--- config.mk ---
export PLATFORM = sky130hd
export DESIGN_NAME = intc_top
export DESIGN_NICKNAME = d
export VERILOG_FILES = /design/src/common/intc_src_pkg.sv /design/src/common/intc_cmd_pkg.sv /design/src/hw/irq_tick_gen.sv /design/src/hw/int_edge_sampler.sv /design/src/hw/int_priority_enc.sv /design/src/hw/int_pending_ctrl.sv /design/src/hw/intc_top.sv
export VERILOG_INCLUDE_DIRS = /design/src /design/src/common
export SDC_FILE = /design/constraint.sdc
export NUM_CORES = 1
export LEC_CHECK = 0
export BUFFER_PORTS_ARGS = -buffer_cell sky130_fd_sc_hd__buf_2
export CAP_MARGIN = 40
export CORE_MARGIN = 2
export CORE_UTILIZATION = 40
export DETAILED_ROUTE_END_ITERATION = 10
export PLACE_DENSITY = 0.6
export SLEW_MARGIN = 20
export SYNTH_ARGS = -nofsm -noshare
export SYNTH_HDL_FRONTEND = slang
export SYNTH_SLANG_ARGS = --single-unit
export TNS_END_PERCENT = 1
--- constraint.sdc ---
create_clock -name CLK -period 2 [get_ports CLK]
set_input_delay 0.4 -clock CLK [delete_from_list [all_inputs] [get_ports CLK]]
set_output_delay 0.4 -clock CLK [all_outputs]
set_load 0.05 [all_outputs]
--- src/common/intc_defs.svh ---
/* Widths and counts for the interrupt controller
   Included by the packages, the RTL and the testbench */

`ifndef INTC_DEFS_SVH
`define INTC_DEFS_SVH

// Phase strobes per sampling tick
`define INTC_TICK_DIV 12

// Interrupt sources, in priority order INT0, TIMER, INT1, INT2, SERIAL
`define INTC_NUM_SRC 5

// External lines that go through an edge sampler (INT1, INT2)
`define INTC_NUM_EDGE 2

// Sample history per edge line
`define INTC_HIST_W 4

// CPU command data byte
`define INTC_DATA_W 8

`endif

--- src/common/intc_src_pkg.sv ---
/* Interrupt source indices, request sets and vector addresses
   Shared by the controller RTL and the testbench */

`include "intc_defs.svh"

package intc_src_pkg;

  ////////////////////////////////////////////////////////////////////////////
  // Source index, lowest value wins

  typedef enum logic [2:0] {
    INT0   = 3'd0,
    TIMER  = 3'd1,
    INT1   = 3'd2,
    INT2   = 3'd3,
    SERIAL = 3'd4
  } e_int_idx;

  ////////////////////////////////////////////////////////////////////////////
  // Request sets and vectors

  // One bit per source, indexed by e_int_idx
  typedef logic [`INTC_NUM_SRC-1:0] t_int_vec;

  // Entry address put on the data path during interrupt entry
  typedef logic [`INTC_DATA_W-1:0] t_vector;

endpackage

--- src/common/intc_cmd_pkg.sv ---
/* Command opcodes issued by the CPU side to the interrupt controller
   One opcode per cycle, with a data byte alongside */

package intc_cmd_pkg;

  typedef enum logic [2:0] {
    // Idle cycle
    NOP      = 3'd0,
    // Load MK from the data byte
    WRITE_MK = 3'd1,
    EI       = 3'd2,
    DI       = 3'd3,
    // Opcode fetch start, requests get latched
    FETCH    = 3'd4,
    // Interrupt entry done
    ACK      = 3'd5,
    // Skip on flag, index in data[2:0]
    SKIT     = 3'd6
  } e_intc_op;

endpackage

--- src/hw/irq_tick_gen.sv ---
/* Divides the CP1 phase strobe down to the interrupt sampling tick
   One pulse for every INTC_TICK_DIV phase strobes */

`timescale 1ns/100ps

`include "intc_defs.svh"

module irq_tick_gen (
  input  logic CLK,
  input  logic rst_n,
  input  logic phase_tick,
  output logic sample_tick
);

  localparam int CNT_W = $clog2(`INTC_TICK_DIV);
  localparam logic [CNT_W-1:0] CNT_LAST = CNT_W'(`INTC_TICK_DIV - 1);

  logic [CNT_W-1:0] cnt;

  // Tick coincides with the strobe that hits the terminal count
  assign sample_tick = phase_tick && (cnt == CNT_LAST);

  always_ff @(posedge CLK) begin
    if (!rst_n) begin
      cnt <= '0;
    end else if (phase_tick) begin
      cnt <= sample_tick ? '0 : cnt + 1'b1;
    end
  end

  a_cnt_range: assert property (@(posedge CLK) disable iff (!rst_n)
    cnt < CNT_W'(`INTC_TICK_DIV))
    else $error("tick divider count out of range: %0d", cnt);

endmodule

--- src/hw/int_edge_sampler.sv ---
/* Edge qualification for one external interrupt line
   Samples on each tick and flags one low sample followed by three highs */

`timescale 1ns/100ps

`include "intc_defs.svh"

module int_edge_sampler (
  input  logic CLK,
  input  logic rst_n,
  input  logic sample_tick,
  input  logic line,
  output logic edge_pulse
);

  localparam int FILL_W = $clog2(`INTC_HIST_W);
  localparam logic [FILL_W-1:0] FILL_FULL = FILL_W'(`INTC_HIST_W - 1);
  // Oldest sample low and all newer ones high
  localparam logic [`INTC_HIST_W-1:0] RISE_PAT = {1'b0, {(`INTC_HIST_W-1){1'b1}}};

  logic [`INTC_HIST_W-1:0] hist;
  logic [`INTC_HIST_W-1:0] hist_next;
  logic [FILL_W-1:0]       fill_cnt;
  logic                    primed;

  assign hist_next = {hist[`INTC_HIST_W-2:0], line};

  // The low sample has to be a real one, not the reset value
  assign primed = (fill_cnt == FILL_FULL);

  assign edge_pulse = sample_tick && primed && (hist_next == RISE_PAT);

  always_ff @(posedge CLK) begin
    if (!rst_n) begin
      hist     <= '0;
      fill_cnt <= '0;
    end else if (sample_tick) begin
      hist <= hist_next;
      if (!primed) begin
        fill_cnt <= fill_cnt + 1'b1;
      end
    end
  end

  // Each tick moves the history by exactly one sample
  a_tick_single: assert property (@(posedge CLK) disable iff (!rst_n)
    sample_tick |=> !sample_tick)
    else $error("sample tick held high for more than one cycle");

endmodule

--- src/hw/int_priority_enc.sv ---
/* Fixed-priority selection over the latched requests
   Gives the one-hot ack set, the vector address and the SKIT flag bit */

`timescale 1ns/100ps

`include "intc_defs.svh"

module int_priority_enc (
  input  intc_src_pkg::t_int_vec latched,
  input  logic [2:0]             sk_index,
  output intc_src_pkg::t_int_vec ack_set,
  output intc_src_pkg::t_vector  vector,
  output logic                   flag
);

  // Software interrupt entry, used when nothing is latched
  localparam intc_src_pkg::t_vector VEC_SOFTI = 8'h60;

  // Lowest set bit has the highest priority
  assign ack_set = latched & (~latched + 1'b1);

  always_comb begin
    case (1'b1)
      ack_set[intc_src_pkg::INT0]:   vector = 8'h04;
      ack_set[intc_src_pkg::TIMER]:  vector = 8'h08;
      ack_set[intc_src_pkg::INT1]:   vector = 8'h10;
      ack_set[intc_src_pkg::INT2]:   vector = 8'h20;
      ack_set[intc_src_pkg::SERIAL]: vector = 8'h40;
      default:                       vector = VEC_SOFTI;
    endcase
  end

  // SKIT test bit, out of range reads as clear
  always_comb begin
    flag = 1'b0;
    if (sk_index < 3'(`INTC_NUM_SRC)) begin
      flag = latched[sk_index];
    end
  end

  // No clock here, so an immediate check on the selection
  always_comb begin
    a_ack_onehot: assert ($onehot0(ack_set))
      else $error("ack set not one-hot: %b", ack_set);
  end

endmodule

--- src/hw/int_pending_ctrl.sv ---
/* Pending, mask, enable and fetch-latch registers of the controller
   Decodes the CPU command and feeds the priority encoder */

`timescale 1ns/100ps

`include "intc_defs.svh"

module int_pending_ctrl (
  input  logic                       CLK,
  input  logic                       rst_n,
  input  logic [`INTC_NUM_EDGE-1:0]  edge_pulse,
  input  logic                       int0,
  input  logic                       int_timer,
  input  logic                       int_serial,
  input  intc_cmd_pkg::e_intc_op     cmd_op,
  input  logic [`INTC_DATA_W-1:0]    cmd_data,
  output logic                       int_req,
  output intc_src_pkg::t_vector      int_vector,
  output logic                       sk_flag
);

  logic                  int0_q;
  intc_src_pkg::t_int_vec pending;
  intc_src_pkg::t_int_vec pending_next;
  intc_src_pkg::t_int_vec pend_set;
  intc_src_pkg::t_int_vec pend_clr;
  intc_src_pkg::t_int_vec skit_sel;
  intc_src_pkg::t_int_vec src_enable;
  intc_src_pkg::t_int_vec latched;
  intc_src_pkg::t_int_vec ack_set;
  logic [`INTC_DATA_W-1:0] mask;
  logic                  enable;
  logic [2:0]            sk_index;
  logic                  enc_flag;

  assign sk_index = cmd_data[2:0];

  ////////////////////////////////////////////////////////////////////////////
  // Request set and clear terms

  always_comb begin
    pend_set                       = '0;
    pend_set[intc_src_pkg::TIMER]  = int_timer;
    pend_set[intc_src_pkg::INT1]   = edge_pulse[0];
    pend_set[intc_src_pkg::INT2]   = edge_pulse[1];
    pend_set[intc_src_pkg::SERIAL] = int_serial;
  end

  // Flag named by SKIT, none for indices past the last source
  always_comb begin
    skit_sel = '0;
    if (sk_index < 3'(`INTC_NUM_SRC)) begin
      skit_sel[sk_index] = 1'b1;
    end
  end

  always_comb begin
    pend_clr = '0;
    if (cmd_op == intc_cmd_pkg::ACK) begin
      pend_clr = ack_set;
    end else if (cmd_op == intc_cmd_pkg::SKIT) begin
      pend_clr = skit_sel;
    end
  end

  always_comb begin
    // New requests win over a clear in the same cycle
    pending_next = (pending & ~pend_clr) | pend_set;
    // INT0 is a level, it just tracks the input
    pending_next[intc_src_pkg::INT0] = int0_q;
  end

  // Enabled when EI is set and the MK bit is clear
  assign src_enable = {`INTC_NUM_SRC{enable}} & ~mask[`INTC_NUM_SRC-1:0];

  ////////////////////////////////////////////////////////////////////////////
  // Registers

  always_ff @(posedge CLK) begin
    if (!rst_n) begin
      int0_q  <= 1'b0;
      pending <= '0;
      latched <= '0;
      mask    <= '1;
      enable  <= 1'b0;
      sk_flag <= 1'b0;
    end else begin
      int0_q  <= int0;
      pending <= pending_next;
      case (cmd_op)
        intc_cmd_pkg::WRITE_MK: mask <= cmd_data;
        intc_cmd_pkg::EI:       enable <= 1'b1;
        intc_cmd_pkg::DI:       enable <= 1'b0;
        intc_cmd_pkg::FETCH:    latched <= pending & src_enable;
        // Interrupt entry turns further interrupts off
        intc_cmd_pkg::ACK:      enable <= 1'b0;
        intc_cmd_pkg::SKIT:     sk_flag <= enc_flag;
        default: ;
      endcase
    end
  end

  ////////////////////////////////////////////////////////////////////////////
  // Priority selection

  int_priority_enc u_prio (
    .latched  (latched),
    .sk_index (sk_index),
    .ack_set  (ack_set),
    .vector   (int_vector),
    .flag     (enc_flag)
  );

  assign int_req = |latched;

  // Entry is only taken for a latched request
  a_ack_has_req: assert property (@(posedge CLK) disable iff (!rst_n)
    (cmd_op == intc_cmd_pkg::ACK) |-> (|latched))
    else $error("ACK with no latched request");

endmodule

--- src/hw/intc_top.sv ---
/* Interrupt controller top level
   Tick divider, edge samplers for INT1/INT2 and the pending/priority logic */

`timescale 1ns/100ps

`include "intc_defs.svh"

module intc_top (
  input  logic                     CLK,
  input  logic                     rst_n,
  input  logic                     phase_tick,
  input  logic                     int0,
  input  logic                     int1,
  input  logic                     int2,
  input  logic                     int_timer,
  input  logic                     int_serial,
  input  intc_cmd_pkg::e_intc_op   cmd_op,
  input  logic [`INTC_DATA_W-1:0]  cmd_data,
  output logic                     int_req,
  output intc_src_pkg::t_vector    int_vector,
  output logic                     sk_flag
);

  logic                      sample_tick;
  logic [`INTC_NUM_EDGE-1:0] edge_pulse;
  // Bit 0 is INT1, bit 1 is INT2
  wire  [`INTC_NUM_EDGE-1:0] edge_line = {int2, int1};

  irq_tick_gen u_tick (
    .CLK         (CLK),
    .rst_n       (rst_n),
    .phase_tick  (phase_tick),
    .sample_tick (sample_tick)
  );

  ////////////////////////////////////////////////////////////////////////////
  // Edge interrupt samplers

  for (genvar g = 0; g < `INTC_NUM_EDGE; g++) begin : g_smp
    int_edge_sampler u_smp (
      .CLK         (CLK),
      .rst_n       (rst_n),
      .sample_tick (sample_tick),
      .line        (edge_line[g]),
      .edge_pulse  (edge_pulse[g])
    );
  end

  int_pending_ctrl u_pend (
    .CLK        (CLK),
    .rst_n      (rst_n),
    .edge_pulse (edge_pulse),
    .int0       (int0),
    .int_timer  (int_timer),
    .int_serial (int_serial),
    .cmd_op     (cmd_op),
    .cmd_data   (cmd_data),
    .int_req    (int_req),
    .int_vector (int_vector),
    .sk_flag    (sk_flag)
  );

endmodule

==> impl_table.tex, run 1 <==
\begin{tabular}{lr}
\hline
Metric & Value \\
\hline
\multicolumn{2}{l}{\textbf{Setup path}} \\
\quad WP data arrival & about 1.6 ns \\
\quad Worst Path Class, Setup & register to primary output \\
\quad Logic depth of the worst register-to-register path & 4 \\
\quad Kind of start point of the critical path & register \\
\quad Sort of element at the end of the critical path & primary output \\
\quad Worst endpoint required time & 1.60 ns \\
\quad Highest fanout seen on the critical path & 5 \\
\multicolumn{2}{l}{\textbf{Power and ir drop}} \\
\quad Proportion of power drawn by flip-flops and latches & about 53\% \\
\quad Combinational group share of total power & between 7 and 8\% \\
\quad Leakage component of the power & between 0.6 and 0.7 nW \\
\quad Psw & 0.2890 mW \\
\quad Net Sw Frac & 23.37\% \\
\quad Maximum VDD drop & roughly 370 uV \\
\quad Power density over the cells & 714.5 nW/um2 \\
\quad Post-layout power & 1.236 mW \\
\quad Portion of total power attributed to the clock network & between 30\% and 40\% \\
\quad Internal power & between 0.9 and 1 mW \\
\multicolumn{2}{l}{\textbf{Clock network}} \\
\quad Insertion delay of the later-clocked pin in the worst-skew pair & around 0.34 ns \\
\quad Cts-stage hold buffer count & 0 \\
\quad Clock tree from TritonCTS & built \\
\quad Clock Path Buffers & 2 \\
\quad Cts bufs inserted & 5 \\
\quad Clock root buffer & clkbuf\_4 \\
\quad Level count of the clock H-tree & 2 \\
\quad Clock tree sinks & 32 \\
\quad Worst-path clk slew & 0.09 ns \\
\multicolumn{2}{l}{\textbf{Placement}} \\
\quad Input/output buffers & 22 \\
\quad Worst slack at placement & between 0.2 and 0.25 ns \\
\quad Post-DP HPWL & roughly 2.3 mm \\
\quad RePlAce Congestion & around 0.85 \\
\quad Cell area reported after detailed placement & approximately 1600 um2 \\
\multicolumn{2}{l}{\textbf{Detailed routing}} \\
\quad Remaining antenna violation count after routing & 0 \\
\quad Highest routing layer actually used & met4 \\
\quad Via total after detailed routing & about 1.2k \\
\quad Residual DRC count & 0 \\
\quad Routed WL & 3.053 mm \\
\quad Met2 WL post-DR & between 1 and 1.5 mm \\
\quad Number of detailed-route iterations in the first pass & 4 \\
\quad DRC marker count from the first detailed-route iteration & 65 \\
\quad Ratio of routed vias to standard cells & roughly 5.2 \\
\quad Met3 WL & 117 um \\
\quad Wire length per cell & around 13 um \\
\quad Met1 Wirelength & 1.482 mm \\
\multicolumn{2}{l}{\textbf{Global routing}} \\
\quad Via count of the first global-routing pass & 1115 \\
\quad Wire length of the first global-routing pass & just over 5 mm \\
\quad Initial antenna violation count & 0 \\
\quad GRT Total Usage & 16.54\% \\
\quad Maximum number of pins on one net before global-route repair & 16 \\
\quad Overflow left after global routing & 0 \\
\multicolumn{2}{l}{\textbf{Timing}} \\
\quad Final sum of negative setup slack & 0 ns \\
\quad Final hold vios & 0 \\
\quad Worst Clk Skew & between 0.009 and 0.01 ns \\
\quad RSZ-0062 raised after global routing & true \\
\quad Final slew viol count & 0 \\
\quad Fmax & approximately 510 MHz \\
\quad Time the worst path needs with I/O delays and setup & 1.962 ns \\
\quad Headroom to the max-slew limit & approximately 64\% \\
\quad Worst-case setup margin in the final layout & between 0.03 and 0.04 ns \\
\quad Final Setup Violations & 0 \\
\quad Worst-margin pin slew & 0.5376 ns \\
\quad Period utilization & between 90 and 100\% \\
\multicolumn{2}{l}{\textbf{Final layout}} \\
\quad Fraction of final layout cells with drive strength greater than 1 & about a quarter \\
\quad Core utilization of the finished layout & slightly above 50\% \\
\quad Post-Layout Inst Area & 1730 um2 \\
\quad Fill cell count & roughly 350 \\
\quad Area of the multi-input gates & 765.7 um2 \\
\quad \# diodes & 0 \\
\quad Footprint of the flip-flops and latches & between 600 and 700 um2 \\
\quad Number of nets in the finished design & 213 \\
\quad Synthesis-to-layout area growth & 18.61\% \\
\quad Most common library cell in the layout ignoring fill and taps & dfxtp\_1 \\
\quad Most used cells in the layout excluding fill and tap cells & 29 x dfxtp\_1, 24 x nand2\_1, 21 x buf\_2 \\
\multicolumn{2}{l}{\textbf{Logic synthesis}} \\
\quad Post-synth EDFFs & 0 \\
\quad Area contributors post-synth & dfxtp\_1 44\%, a21oi\_1 6.2\%, nand2\_1 6.2\% \\
\quad Cell type with the largest total area after synthesis & dfxtp\_1 \\
\quad Number of storage elements in the synthesis netlist & 32 \\
\quad Number of instances in the synthesized netlist & around 160 \\
\quad Total standard cell area after synthesis & $\sim$1500 um2 \\
\quad Share of synthesized area occupied by flip-flops and latches & a little over two fifths \\
\quad Main synth FF type & dfxtp\_1 \\
\quad Distinct cell type count of the synthesized netlist & 37 \\
\quad Fraction of synthesis flops using an asynchronous set or reset pin & 0\% \\
\quad Average size of a mapped cell & 9.006 um2 \\
\quad Top-area cell type share of the netlist area & a little over two fifths \\
\quad Synth warn & 0 \\
\multicolumn{2}{l}{\textbf{Flow run}} \\
\quad Number of maximum-capacitance violations & 0 \\
\multicolumn{2}{l}{\textbf{Die}} \\
\quad Number of rows in the core area & 21 \\
\quad Die Y & around 64 um \\
\quad Full die area & a little over 4000 um2 \\
\quad Core Region & between 3000 and 4000 um2 \\
\quad Starting utilization of the core area & between 40\% and 50\% \\
\quad Chip Width & approximately 64 um \\
\quad Number of top-level design ports & 29 \\
\multicolumn{2}{l}{\textbf{Min path}} \\
\quad Worst min-delay path category & input pin to register \\
\quad Worst Hold Depth & 2 \\
\multicolumn{2}{l}{\textbf{Status}} \\
\quad Run status & complete, no violations \\
\hline
\end{tabular}
final cells by class:
class | instances | share of cell area [%]
Clock buffer | 6 | 2.386
Inverter | 5 | 1.085
Tap cell | 46 | 3.326
Multi-Input combinational cell | 119 | 44.25
Clock inverter | 2 | 2.025
Sequential cell | 32 | 37.38
Timing Repair Buffer | 28 | 9.544
flip-flops by register name, summed over array words and instances, names as in the netlist:
name,flops
g_smp.u_smp.fill_cnt,4
u_pend.sk_flag,1
u_pend.pending,5
u_pend.latched,5
u_tick.cnt,4
g_smp.u_smp.hist,6
u_pend.enable,1
u_pend.int0_q,1
u_pend.mask,5
cells by family after synthesis:
family,share of synthesized area [%]
AO/OA/AOI/OAI,13.38
XOR/XNOR,1.201
adder cells (fa/ha/maj),2.573
buffers and inverters,4.373
flip-flops,43.91
multiplexers,6.347
other,0.2570
AND/OR/NAND/NOR,27.96
synthesized netlist by cell type, types with 2 or more instances:
| cell | n |
|---|---|
| dfxtp_1 | 32 |
| nor2_1 | 8 |
| inv_1 | 4 |
| and4b_1 | 4 |
| ha_1 | 3 |
| mux2_2 | 2 |
| xor2_1 | 2 |
| o211a_1 | 2 |
| clkbuf_1 | 4 |
| nand4b_1 | 6 |
| o311ai_0 | 2 |
| a31oi_1 | 3 |
| buf_4 | 4 |
| nand2_1 | 24 |
| mux2i_1 | 7 |
| or3_1 | 2 |
| nand4_1 | 4 |
| and2_1 | 2 |
| nand3b_1 | 4 |
| nand2b_1 | 2 |
| o21ai_0 | 8 |
| a21oi_1 | 18 |
layer usage:
| layer | track usage [%] | vias up |
|---|---|---|
| li1 | - | 637 |
| met1 | 21.02 | 575 |
| met2 | 25.65 | 23 |
| met3 | 6.338 | 5 |
| met4 | 5.585 | 0 |
| met5 | 0 | - |
stage by stage:
step,hold WS [ns],cells
2_1_floorplan,0.4119,164
5_1_grt,0.2367,238
6_report,0.2703,238
3_5_place_dp,0.4240,228
3_3_place_gp,0.4195,228
4_1_cts,0.2514,237
worst max-delay path, stage by stage, from the launching register on:
cell,delay (ns)
dfxtp_2,0.33
or3_4,0.40
or3_4,0.34
buf_8,0.16
final timing paths:
| check | to | startpoint | slack (ns) |
|---|---|---|---|
| worst max-delay path | int_req | u_pend.latched[0] | 0.04 |
| worst min-delay path | u_pend.int0_q | int0 | 0.27 |
| worst max register to register | g_smp[0].u_smp.fill_cnt[0] | u_tick.cnt[0] | 0.47 |
| worst min register to register | u_pend.pending[0] | u_pend.int0_q | 0.44 |
power by group through the flow:
stage,Sequential (mW),Clock [mW],Combinational (mW)
after floorplan,0.675,0,0.0585
after global placement,0.674,0,0.0932
after detailed placement,0.674,0,0.0959
after CTS,0.658,0.499,0.0963
after global routing,0.661,0.531,0.107
final,0.658,0.483,0.0958
repair_timing:
action	CTS	global route
gates resized for setup	6	2
pin swaps	1	0
endpoints found under the setup margin	1	1
buffers inserted	1	1
No activity file was read; power rests on OpenSTA's default activity.
==> run 2, diff against run 1 <==
--- a/config.mk
+++ b/config.mk
@@ -11,7 +11,7 @@
 export CORE_MARGIN = 2
 export CORE_UTILIZATION = 40
 export DETAILED_ROUTE_END_ITERATION = 10
-export PLACE_DENSITY = 0.6
+export PLACE_DENSITY = 0.69
 export SLEW_MARGIN = 20
 export SYNTH_ARGS = -nofsm -noshare
 export SYNTH_HDL_FRONTEND = slang
==> run 2 against run 1 <==
Against the previous run:
- worst hold slack gained 0.0020 ns
- combinational power is essentially flat
- core utilization shrank 0.88 points
- maximum frequency shrank 0.72%
- global-route usage grew 0.36 points
- critical path depth is the same
- flip-flop and latch count is the same
- via count grew 0.73%
- highest routed layer unchanged
==> impl_table.tex, run 2 (synthesis gave the netlist of run 1 again) <==
\begin{tabular}{lr}
\hline
Metric & Value \\
\hline
\multicolumn{2}{l}{\textbf{Final layout}} \\
\quad Fraction of final layout cells with drive strength greater than 1 & 22.22\% (-1.2 points) \\
\quad Synthesis-to-layout area growth & 16.55\% \\
\quad Number of nets in the finished design & 211 (-0.94\%) \\
\quad Biggest register & g\_smp.u\_smp.hist \\
\quad Number of flip-flops in the largest register & 6 (unchanged) \\
\quad Most used cells in the layout excluding fill and tap cells & 30 x dfxtp\_1, 24 x nand2\_1, 21 x buf\_2 \\
\quad Cell Count, Final, Fillers Out & 235 (-1.3\%) \\
\quad Core utilization of the finished layout & 49.78\% (-0.88 points) \\
\quad \# diodes & 0 (unchanged) \\
\quad Fill cell count & 335 (-3.7\%) \\
\quad Most common library cell in the layout ignoring fill and taps & dfxtp\_1 \\
\multicolumn{2}{l}{\textbf{Min path}} \\
\quad Worst min-delay path category & input pin to register \\
\multicolumn{2}{l}{\textbf{Placement}} \\
\quad RePlAce Congestion & 0.8167 (-4.1\%) \\
\quad Post-DP HPWL & 2.235 mm (-2.1\%) \\
\quad Worst slack at placement & 0.2151 ns (-0.002595 ns) \\
\quad Number of placed cells counting well taps & 227 (-0.44\%) \\
\quad Input/output buffers & 22 (unchanged) \\
\multicolumn{2}{l}{\textbf{Setup path}} \\
\quad Ordered list of cells on the worst path & or3\_4 > or3\_4 > buf\_8 \\
\quad Setup slack of the most critical reg-to-reg path & 0.27 ns (-0.20 ns) \\
\quad Worst Path Class, Setup & register to primary output \\
\quad Highest fanout seen on the critical path & 5 (unchanged) \\
\quad WP data arrival & 1.58 ns (+0.02 ns) \\
\quad Most common cell type on the critical path & or3\_4 \\
\quad Sort of element at the end of the critical path & primary output \\
\quad Critical Path Max Stage Delay & 0.41 ns (about the same) \\
\quad Slowest cell on the critical path & or3\_4 \\
\quad Worst endpoint required time & 1.60 ns (about the same) \\
\quad Kind of start point of the critical path & register \\
\multicolumn{2}{l}{\textbf{Clock network}} \\
\quad Level count of the clock H-tree & 2 (unchanged) \\
\quad Clock tree sinks & 32 (unchanged) \\
\quad Cts bufs inserted & 5 (unchanged) \\
\quad Cts-stage hold buffer count & 0 (unchanged) \\
\quad Worst-path clk slew & 0.09 ns (about the same) \\
\quad Clock Path Buffers & 2 (unchanged) \\
\quad Insertion delay of the later-clocked pin in the worst-skew pair & 0.33 ns (about the same) \\
\quad Clock root buffer & clkbuf\_4 \\
\quad Clock tree from TritonCTS & built \\
\multicolumn{2}{l}{\textbf{Detailed routing}} \\
\quad Residual DRC count & 0 (unchanged) \\
\quad Remaining antenna violation count after routing & 0 (unchanged) \\
\quad Via total after detailed routing & 1249 (+0.73\%) \\
\quad DRC marker count from the first detailed-route iteration & 49 (-25\%) \\
\quad Ratio of routed vias to standard cells & 5.315 (+2.0\%) \\
\quad Number of detailed-route iterations in the first pass & 4 (unchanged) \\
\quad Routed WL & 3.089 mm (+1.2\%) \\
\quad Wire length per cell & 13.14 um (+2.5\%) \\
\multicolumn{2}{l}{\textbf{Timing}} \\
\quad Final Setup Violations & 0 (unchanged) \\
\quad Time the worst path needs with I/O delays and setup & 1.976 ns (+0.01428 ns) \\
\quad Worst hold slack & 0.2722 ns (+0.001952 ns) \\
\quad Period utilization & 98.80\% (+0.71 points) \\
\quad RSZ-0062 raised after global routing & true \\
\quad Final slew viol count & 0 (unchanged) \\
\quad Worst Clk Skew & 0.005115 ns (-0.003933 ns) \\
\quad Fmax & 506.1 MHz (-0.72\%) \\
\quad Headroom to the max-slew limit & 64.79\% (+0.70 points) \\
\quad Worst-case setup margin in the final layout & 0.02401 ns (-0.01428 ns) \\
\quad Worst-margin pin slew & 0.5259 ns (-0.01171 ns) \\
\quad Final hold vios & 0 (unchanged) \\
\multicolumn{2}{l}{\textbf{Die}} \\
\quad Number of top-level design ports & 29 (unchanged) \\
\quad Number of rows in the core area & 21 (unchanged) \\
\quad Die Y & 64.39 um (unchanged) \\
\quad Full die area & 4146 um2 (unchanged) \\
\quad Chip Width & 64.39 um (unchanged) \\
\quad Starting utilization of the core area & 42.71\% (unchanged) \\
\quad Core Region & 3416 um2 (unchanged) \\
\multicolumn{2}{l}{\textbf{Power and ir drop}} \\
\quad Psw & 0.2781 mW (-3.8\%) \\
\quad Power density over the cells & 684.5 nW/um2 (-4.2\%) \\
\quad Leakage component of the power & 0.6786 nW (-2.1\%) \\
\quad Post-layout power & 1.164 mW (-5.9\%) \\
\quad Internal power & 0.8858 mW (-6.5\%) \\
\quad Proportion of power drawn by flip-flops and latches & 56.7\% (+3.5 points) \\
\quad Maximum VDD drop & 439.0 uV (+18\%) \\
\quad Net Sw Frac & 23.89\% (+0.52 points) \\
\quad Combinational group share of total power & 8.2\% (+0.5 points) \\
\quad Portion of total power attributed to the clock network & 35.0\% (-4.0 points) \\
\multicolumn{2}{l}{\textbf{Global routing}} \\
\quad Wire length of the first global-routing pass & 5.416 mm (+4.3\%) \\
\quad Overflow left after global routing & 0 (unchanged) \\
\quad GRT Total Usage & 16.91\% (+0.36 points) \\
\quad Maximum number of pins on one net before global-route repair & 20 (+4) \\
\quad Via count of the first global-routing pass & 1201 (+7.7\%) \\
\quad Initial antenna violation count & 0 (unchanged) \\
\multicolumn{2}{l}{\textbf{Flow run}} \\
\quad Number of maximum-capacitance violations & 0 (unchanged) \\
\multicolumn{2}{l}{\textbf{Status}} \\
\quad Run status & complete, no violations \\
\hline
\end{tabular}
==> run 2: cell types whose count changed in the layout (fill, tap and decap cells not counted) <==
cell,change
clkbuf_8,+2
clkinv_2,-1
bufinv_16,-1
dfxtp_4,-1
dfxtp_1,+1
buf_4,-2
clkbuf_1,-1
==> run 2: power by group through the flow <==
stage	combinational (mW)	sequential [mW]	clock (mW)
5_1_grt	0.107	0.662	0.451
3_3_place_gp	0.0920	0.674	0
6_report	0.0960	0.660	0.408
4_1_cts	0.0963	0.660	0.416
2_1_floorplan	0.0585	0.675	0
3_5_place_dp	0.0959	0.675	0
==> run 2: metal layers <==
layer	vias up	global-route usage, %	wire length [um]
li1	633	-	-
met1	580	21.00	1390
met2	30	26.95	1461
met3	6	6.338	181
met4	0	5.585	55
met5	-	0	0
==> run 2: metrics by stage <==
stage	instance area, um2	setup TNS (ns)
global placement	1612	0
global route	1700	-0.01424
CTS	1699	0
detailed placement	1612	0
finish	1700	0
floorplan	1466	0
==> run 2: critical path: cells and delay by family (launching register included) <==
family                 cells  cell delay [ns]
buffers and inverters      1             0.16
flip-flops                 1             0.33
AND/OR/NAND/NOR            2             0.76
==> run 2: worst paths after layout <==
kind                           from                          to  cells after the start
hold reg to reg       u_pend.int0_q           u_pend.pending[0]                      1
setup / recovery  u_pend.latched[1]                     int_req                      3
hold / removal                 int0               u_pend.int0_q                      2
setup reg to reg      u_tick.cnt[0]  g_smp[0].u_smp.fill_cnt[0]                      4
==> run 2: final cells by class <==
class                   instances  area (um2)  area share, %
clock buffers                   7       65.06          3.826
inverters                       5       18.77          1.104
multi-input cells             119       765.7          45.03
flip-flops and latches         32       643.1          37.82
well taps                      46       57.56          3.385
repair buffers                 26       150.1          8.830
==> run 2: repair_timing <==
item / in CTS / in global routing
gates cloned: 0 / 0
setup buffers: 1 / 0
setup endpoints to repair: 1 / 1
gates resized for setup: 5 / 1
==> run 3, diff against run 2 <==
--- a/config.mk
+++ b/config.mk
@@ -8,7 +8,6 @@
 export LEC_CHECK = 0
 export BUFFER_PORTS_ARGS = -buffer_cell sky130_fd_sc_hd__buf_2
 export CAP_MARGIN = 40
-export CORE_MARGIN = 2
 export CORE_UTILIZATION = 40
 export DETAILED_ROUTE_END_ITERATION = 10
 export PLACE_DENSITY = 0.69
==> run 3 against run 2 <==
Against the previous run:
- first-iteration DRC count decreased by 8.2%
- core utilization decreased by 0.33 points
- clock-buffer cell count increased by 1
- cell count stayed put
- sequential share of layout area grew 0.40 points
- critical path depth unchanged
- power down 2.5%
- global-route usage rose by 1.6 points
- worst hold slack lost 0.0029 ns
- final area fell by 0.66%
- sequential power about the same
- via count rose by 0.72%
- critical path type unchanged
- highest routed layer unchanged
==> impl_table.tex, run 3 (synthesis gave the netlist of run 1 again) <==
\begin{tabular}{lr}
\hline
Metric & Value \\
\hline
\multicolumn{2}{l}{\textbf{Die}} \\
\quad Number of top-level design ports & 29 (unchanged) \\
\quad Die Y & 62.39 um (-3.1\%) \\
\quad Starting utilization of the core area & 42.71\% (unchanged) \\
\quad Number of rows in the core area & 21 (unchanged) \\
\quad Full die area & 3893 um2 (-6.1\%) \\
\quad Chip Width & 62.39 um (-3.1\%) \\
\quad Core Region & 3416 um2 (unchanged) \\
\multicolumn{2}{l}{\textbf{Setup path}} \\
\quad Worst endpoint required time & 1.60 ns (about the same) \\
\quad Kind of start point of the critical path & register \\
\quad WP data arrival & 1.59 ns (about the same) \\
\quad Logic depth of the worst register-to-register path & 3 (-1) \\
\quad Sort of element at the end of the critical path & primary output \\
\quad Critical Path End & int\_req \\
\quad Setup slack of the most critical reg-to-reg path & 0.51 ns (+0.24 ns) \\
\quad Worst Path Class, Setup & register to primary output \\
\quad Launch point of the worst path & u\_pend.latched[1] \\
\quad R2r endpoint & u\_pend.pending[4] \\
\quad Critical register-to-register path startpoint & u\_pend.latched[1] \\
\quad Highest fanout seen on the critical path & 5 (unchanged) \\
\multicolumn{2}{l}{\textbf{Global routing}} \\
\quad Via count of the first global-routing pass & 1282 (+6.7\%) \\
\quad Maximum number of pins on one net before global-route repair & 20 (unchanged) \\
\quad Initial antenna violation count & 0 (unchanged) \\
\quad Overflow left after global routing & 0 (unchanged) \\
\quad GRT Total Usage & 18.49\% (+1.6 points) \\
\quad Wire length of the first global-routing pass & 5.740 mm (+6.0\%) \\
\multicolumn{2}{l}{\textbf{Timing}} \\
\quad Worst-margin pin slew & 0.5433 ns (+0.01742 ns) \\
\quad Time the worst path needs with I/O delays and setup & 1.987 ns (+0.01064 ns) \\
\quad Final hold vios & 0 (unchanged) \\
\quad Headroom to the max-slew limit & 63.62\% (-1.2 points) \\
\quad Final sum of negative setup slack & 0 ns (unchanged) \\
\quad Final Setup Violations & 0 (unchanged) \\
\quad Fmax & 503.4 MHz (-0.54\%) \\
\quad Worst Clk Skew & 0.004117 ns (-0.0009986 ns) \\
\quad Period utilization & 99.33\% (+0.53 points) \\
\quad RSZ-0062 raised after global routing & true \\
\quad Final slew viol count & 0 (unchanged) \\
\multicolumn{2}{l}{\textbf{Power and ir drop}} \\
\quad Net Sw Frac & 24.47\% (+0.57 points) \\
\quad Combinational group share of total power & 8.4\% (+0.2 points) \\
\quad Internal power & 0.8572 mW (-3.2\%) \\
\quad Portion of total power attributed to the clock network & 33.6\% (-1.4 points) \\
\quad Maximum VDD drop & 408.7 uV (-6.9\%) \\
\quad Post-layout power & 1.135 mW (-2.5\%) \\
\quad Proportion of power drawn by flip-flops and latches & 58.0\% (+1.3 points) \\
\quad Leakage component of the power & 0.6680 nW (-1.6\%) \\
\quad Power density over the cells & 671.9 nW/um2 (-1.8\%) \\
\quad Psw & 0.2777 mW (-0.16\%) \\
\multicolumn{2}{l}{\textbf{Clock network}} \\
\quad Cts bufs inserted & 5 (unchanged) \\
\quad Clock Path Buffers & 2 (unchanged) \\
\quad Level count of the clock H-tree & 2 (unchanged) \\
\quad Cts-stage hold buffer count & 0 (unchanged) \\
\quad Insertion delay of the later-clocked pin in the worst-skew pair & 0.33 ns (about the same) \\
\quad Clock root buffer & clkbuf\_4 \\
\quad Worst-path clk slew & 0.09 ns (about the same) \\
\quad Clock tree sinks & 32 (unchanged) \\
\quad Clock tree from TritonCTS & built \\
\multicolumn{2}{l}{\textbf{Placement}} \\
\quad Post-DP HPWL & 2.153 mm (-3.7\%) \\
\quad RePlAce Congestion & 0.8194 (+0.33\%) \\
\quad Cell area reported after detailed placement & 1604 um2 (-0.47\%) \\
\quad Input/output buffers & 22 (unchanged) \\
\quad Number of placed cells counting well taps & 226 (-0.44\%) \\
\multicolumn{2}{l}{\textbf{Flow run}} \\
\quad Number of maximum-capacitance violations & 0 (unchanged) \\
\multicolumn{2}{l}{\textbf{Final layout}} \\
\quad Synthesis-to-layout area growth & 15.78\% \\
\quad Most used cells in the layout excluding fill and tap cells & 30 x dfxtp\_1, 24 x nand2\_1, 21 x buf\_2 \\
\quad Core utilization of the finished layout & 49.45\% (-0.33 points) \\
\quad Fraction of final layout cells with drive strength greater than 1 & 21.16\% (-1.1 points) \\
\quad Number of nets in the finished design & 210 (-0.47\%) \\
\quad \# diodes & 0 (unchanged) \\
\quad Cell Count, Final, Fillers Out & 235 (unchanged) \\
\quad Most common library cell in the layout ignoring fill and taps & dfxtp\_1 \\
\quad Number of flip-flops in the largest register & 6 (unchanged) \\
\quad Post-Layout Inst Area & 1689 um2 (-0.66\%) \\
\quad Biggest register & g\_smp.u\_smp.hist \\
\multicolumn{2}{l}{\textbf{Detailed routing}} \\
\quad Number of detailed-route iterations in the first pass & 4 (unchanged) \\
\quad Ratio of routed vias to standard cells & 5.353 (+0.72\%) \\
\quad Remaining antenna violation count after routing & 0 (unchanged) \\
\quad DRC marker count from the first detailed-route iteration & 45 (-8.2\%) \\
\quad Routed WL & 3.038 mm (-1.7\%) \\
\quad Residual DRC count & 0 (unchanged) \\
\quad Via total after detailed routing & 1258 (+0.72\%) \\
\quad Wire length per cell & 12.93 um (-1.7\%) \\
\multicolumn{2}{l}{\textbf{Min path}} \\
\quad Worst min-delay path category & input pin to register \\
\quad Hold Startpoint & int0 \\
\multicolumn{2}{l}{\textbf{Status}} \\
\quad Run status & complete, no violations \\
\hline
\end{tabular}
run 3: cell types whose count changed in the layout (fill, tap and decap cells not counted), sizes merged:
cell	change
buf	-1
clkbuf	+1
run 3: worst min-delay path by stage:
| stage | to | slack (ns) | cells past startpoint |
|---|---|---|---|
| after floorplan | u_pend.pending[0] | 0.41 | 1 |
| after global placement | u_pend.pending[0] | 0.42 | 1 |
| after global routing | u_pend.int0_q | 0.27 | 2 |
| after detailed placement | u_pend.pending[0] | 0.43 | 1 |
| after CTS | u_pend.int0_q | 0.26 | 2 |
| final | u_pend.int0_q | 0.27 | 2 |
run 3: metal layers:
metal	share of wire [%]	track usage (%)	up-vias
met3	4.5	4.380	7
met1	49	23.95	582
met5	0	0	-
li1	-	-	635
met4	2.3	9.593	0
met2	44	28.57	34
run 3: repair_timing:
| item | 4_1_cts | 5_1_grt |
|---|---|---|
| endpoints found under the setup margin | 1 | 1 |
| pin swaps | 0 | 0 |
| resized for setup | 7 | 0 |
| setup buffers | 1 | 0 |
| gates cloned | 0 | 0 |
run 3: layout make-up:
type,count,area (um2)
Fill cell,336,1727
Multi-Input combinational cell,119,765.7
Sequential cell,32,645.6
Timing Repair Buffer,25,142.6
Clock buffer,8,58.81
Tap cell,46,57.56
Inverter,5,18.77
run 3: critical path: stages, from the launching register on:
cell	delay (ns)
dfxtp_4	0.35
or3_4	0.41
or3_4	0.34
buf_8	0.16
run 3: power groups by stage:
stage          Clock, mW  Sequential [mW]  Combinational, mW
6_report           0.382            0.659             0.0948
4_1_cts            0.395            0.658             0.0949
3_5_place_dp           0            0.674             0.0948
2_1_floorplan          0            0.675             0.0585
5_1_grt            0.425            0.660              0.105
3_3_place_gp           0            0.674             0.0901
run 3: stage by stage:
| stage | setup WS [ns] | hold WS, ns |
|---|---|---|
| 2_1_floorplan | 0.09955 | 0.4119 |
| 3_3_place_gp | 0.2295 | 0.4167 |
| 3_5_place_dp | 0.2146 | 0.4285 |
| 4_1_cts | 0.0009872 | 0.2587 |
| 5_1_grt | -0.04342 | 0.2715 |
| 6_report | 0.01338 | 0.2693 |
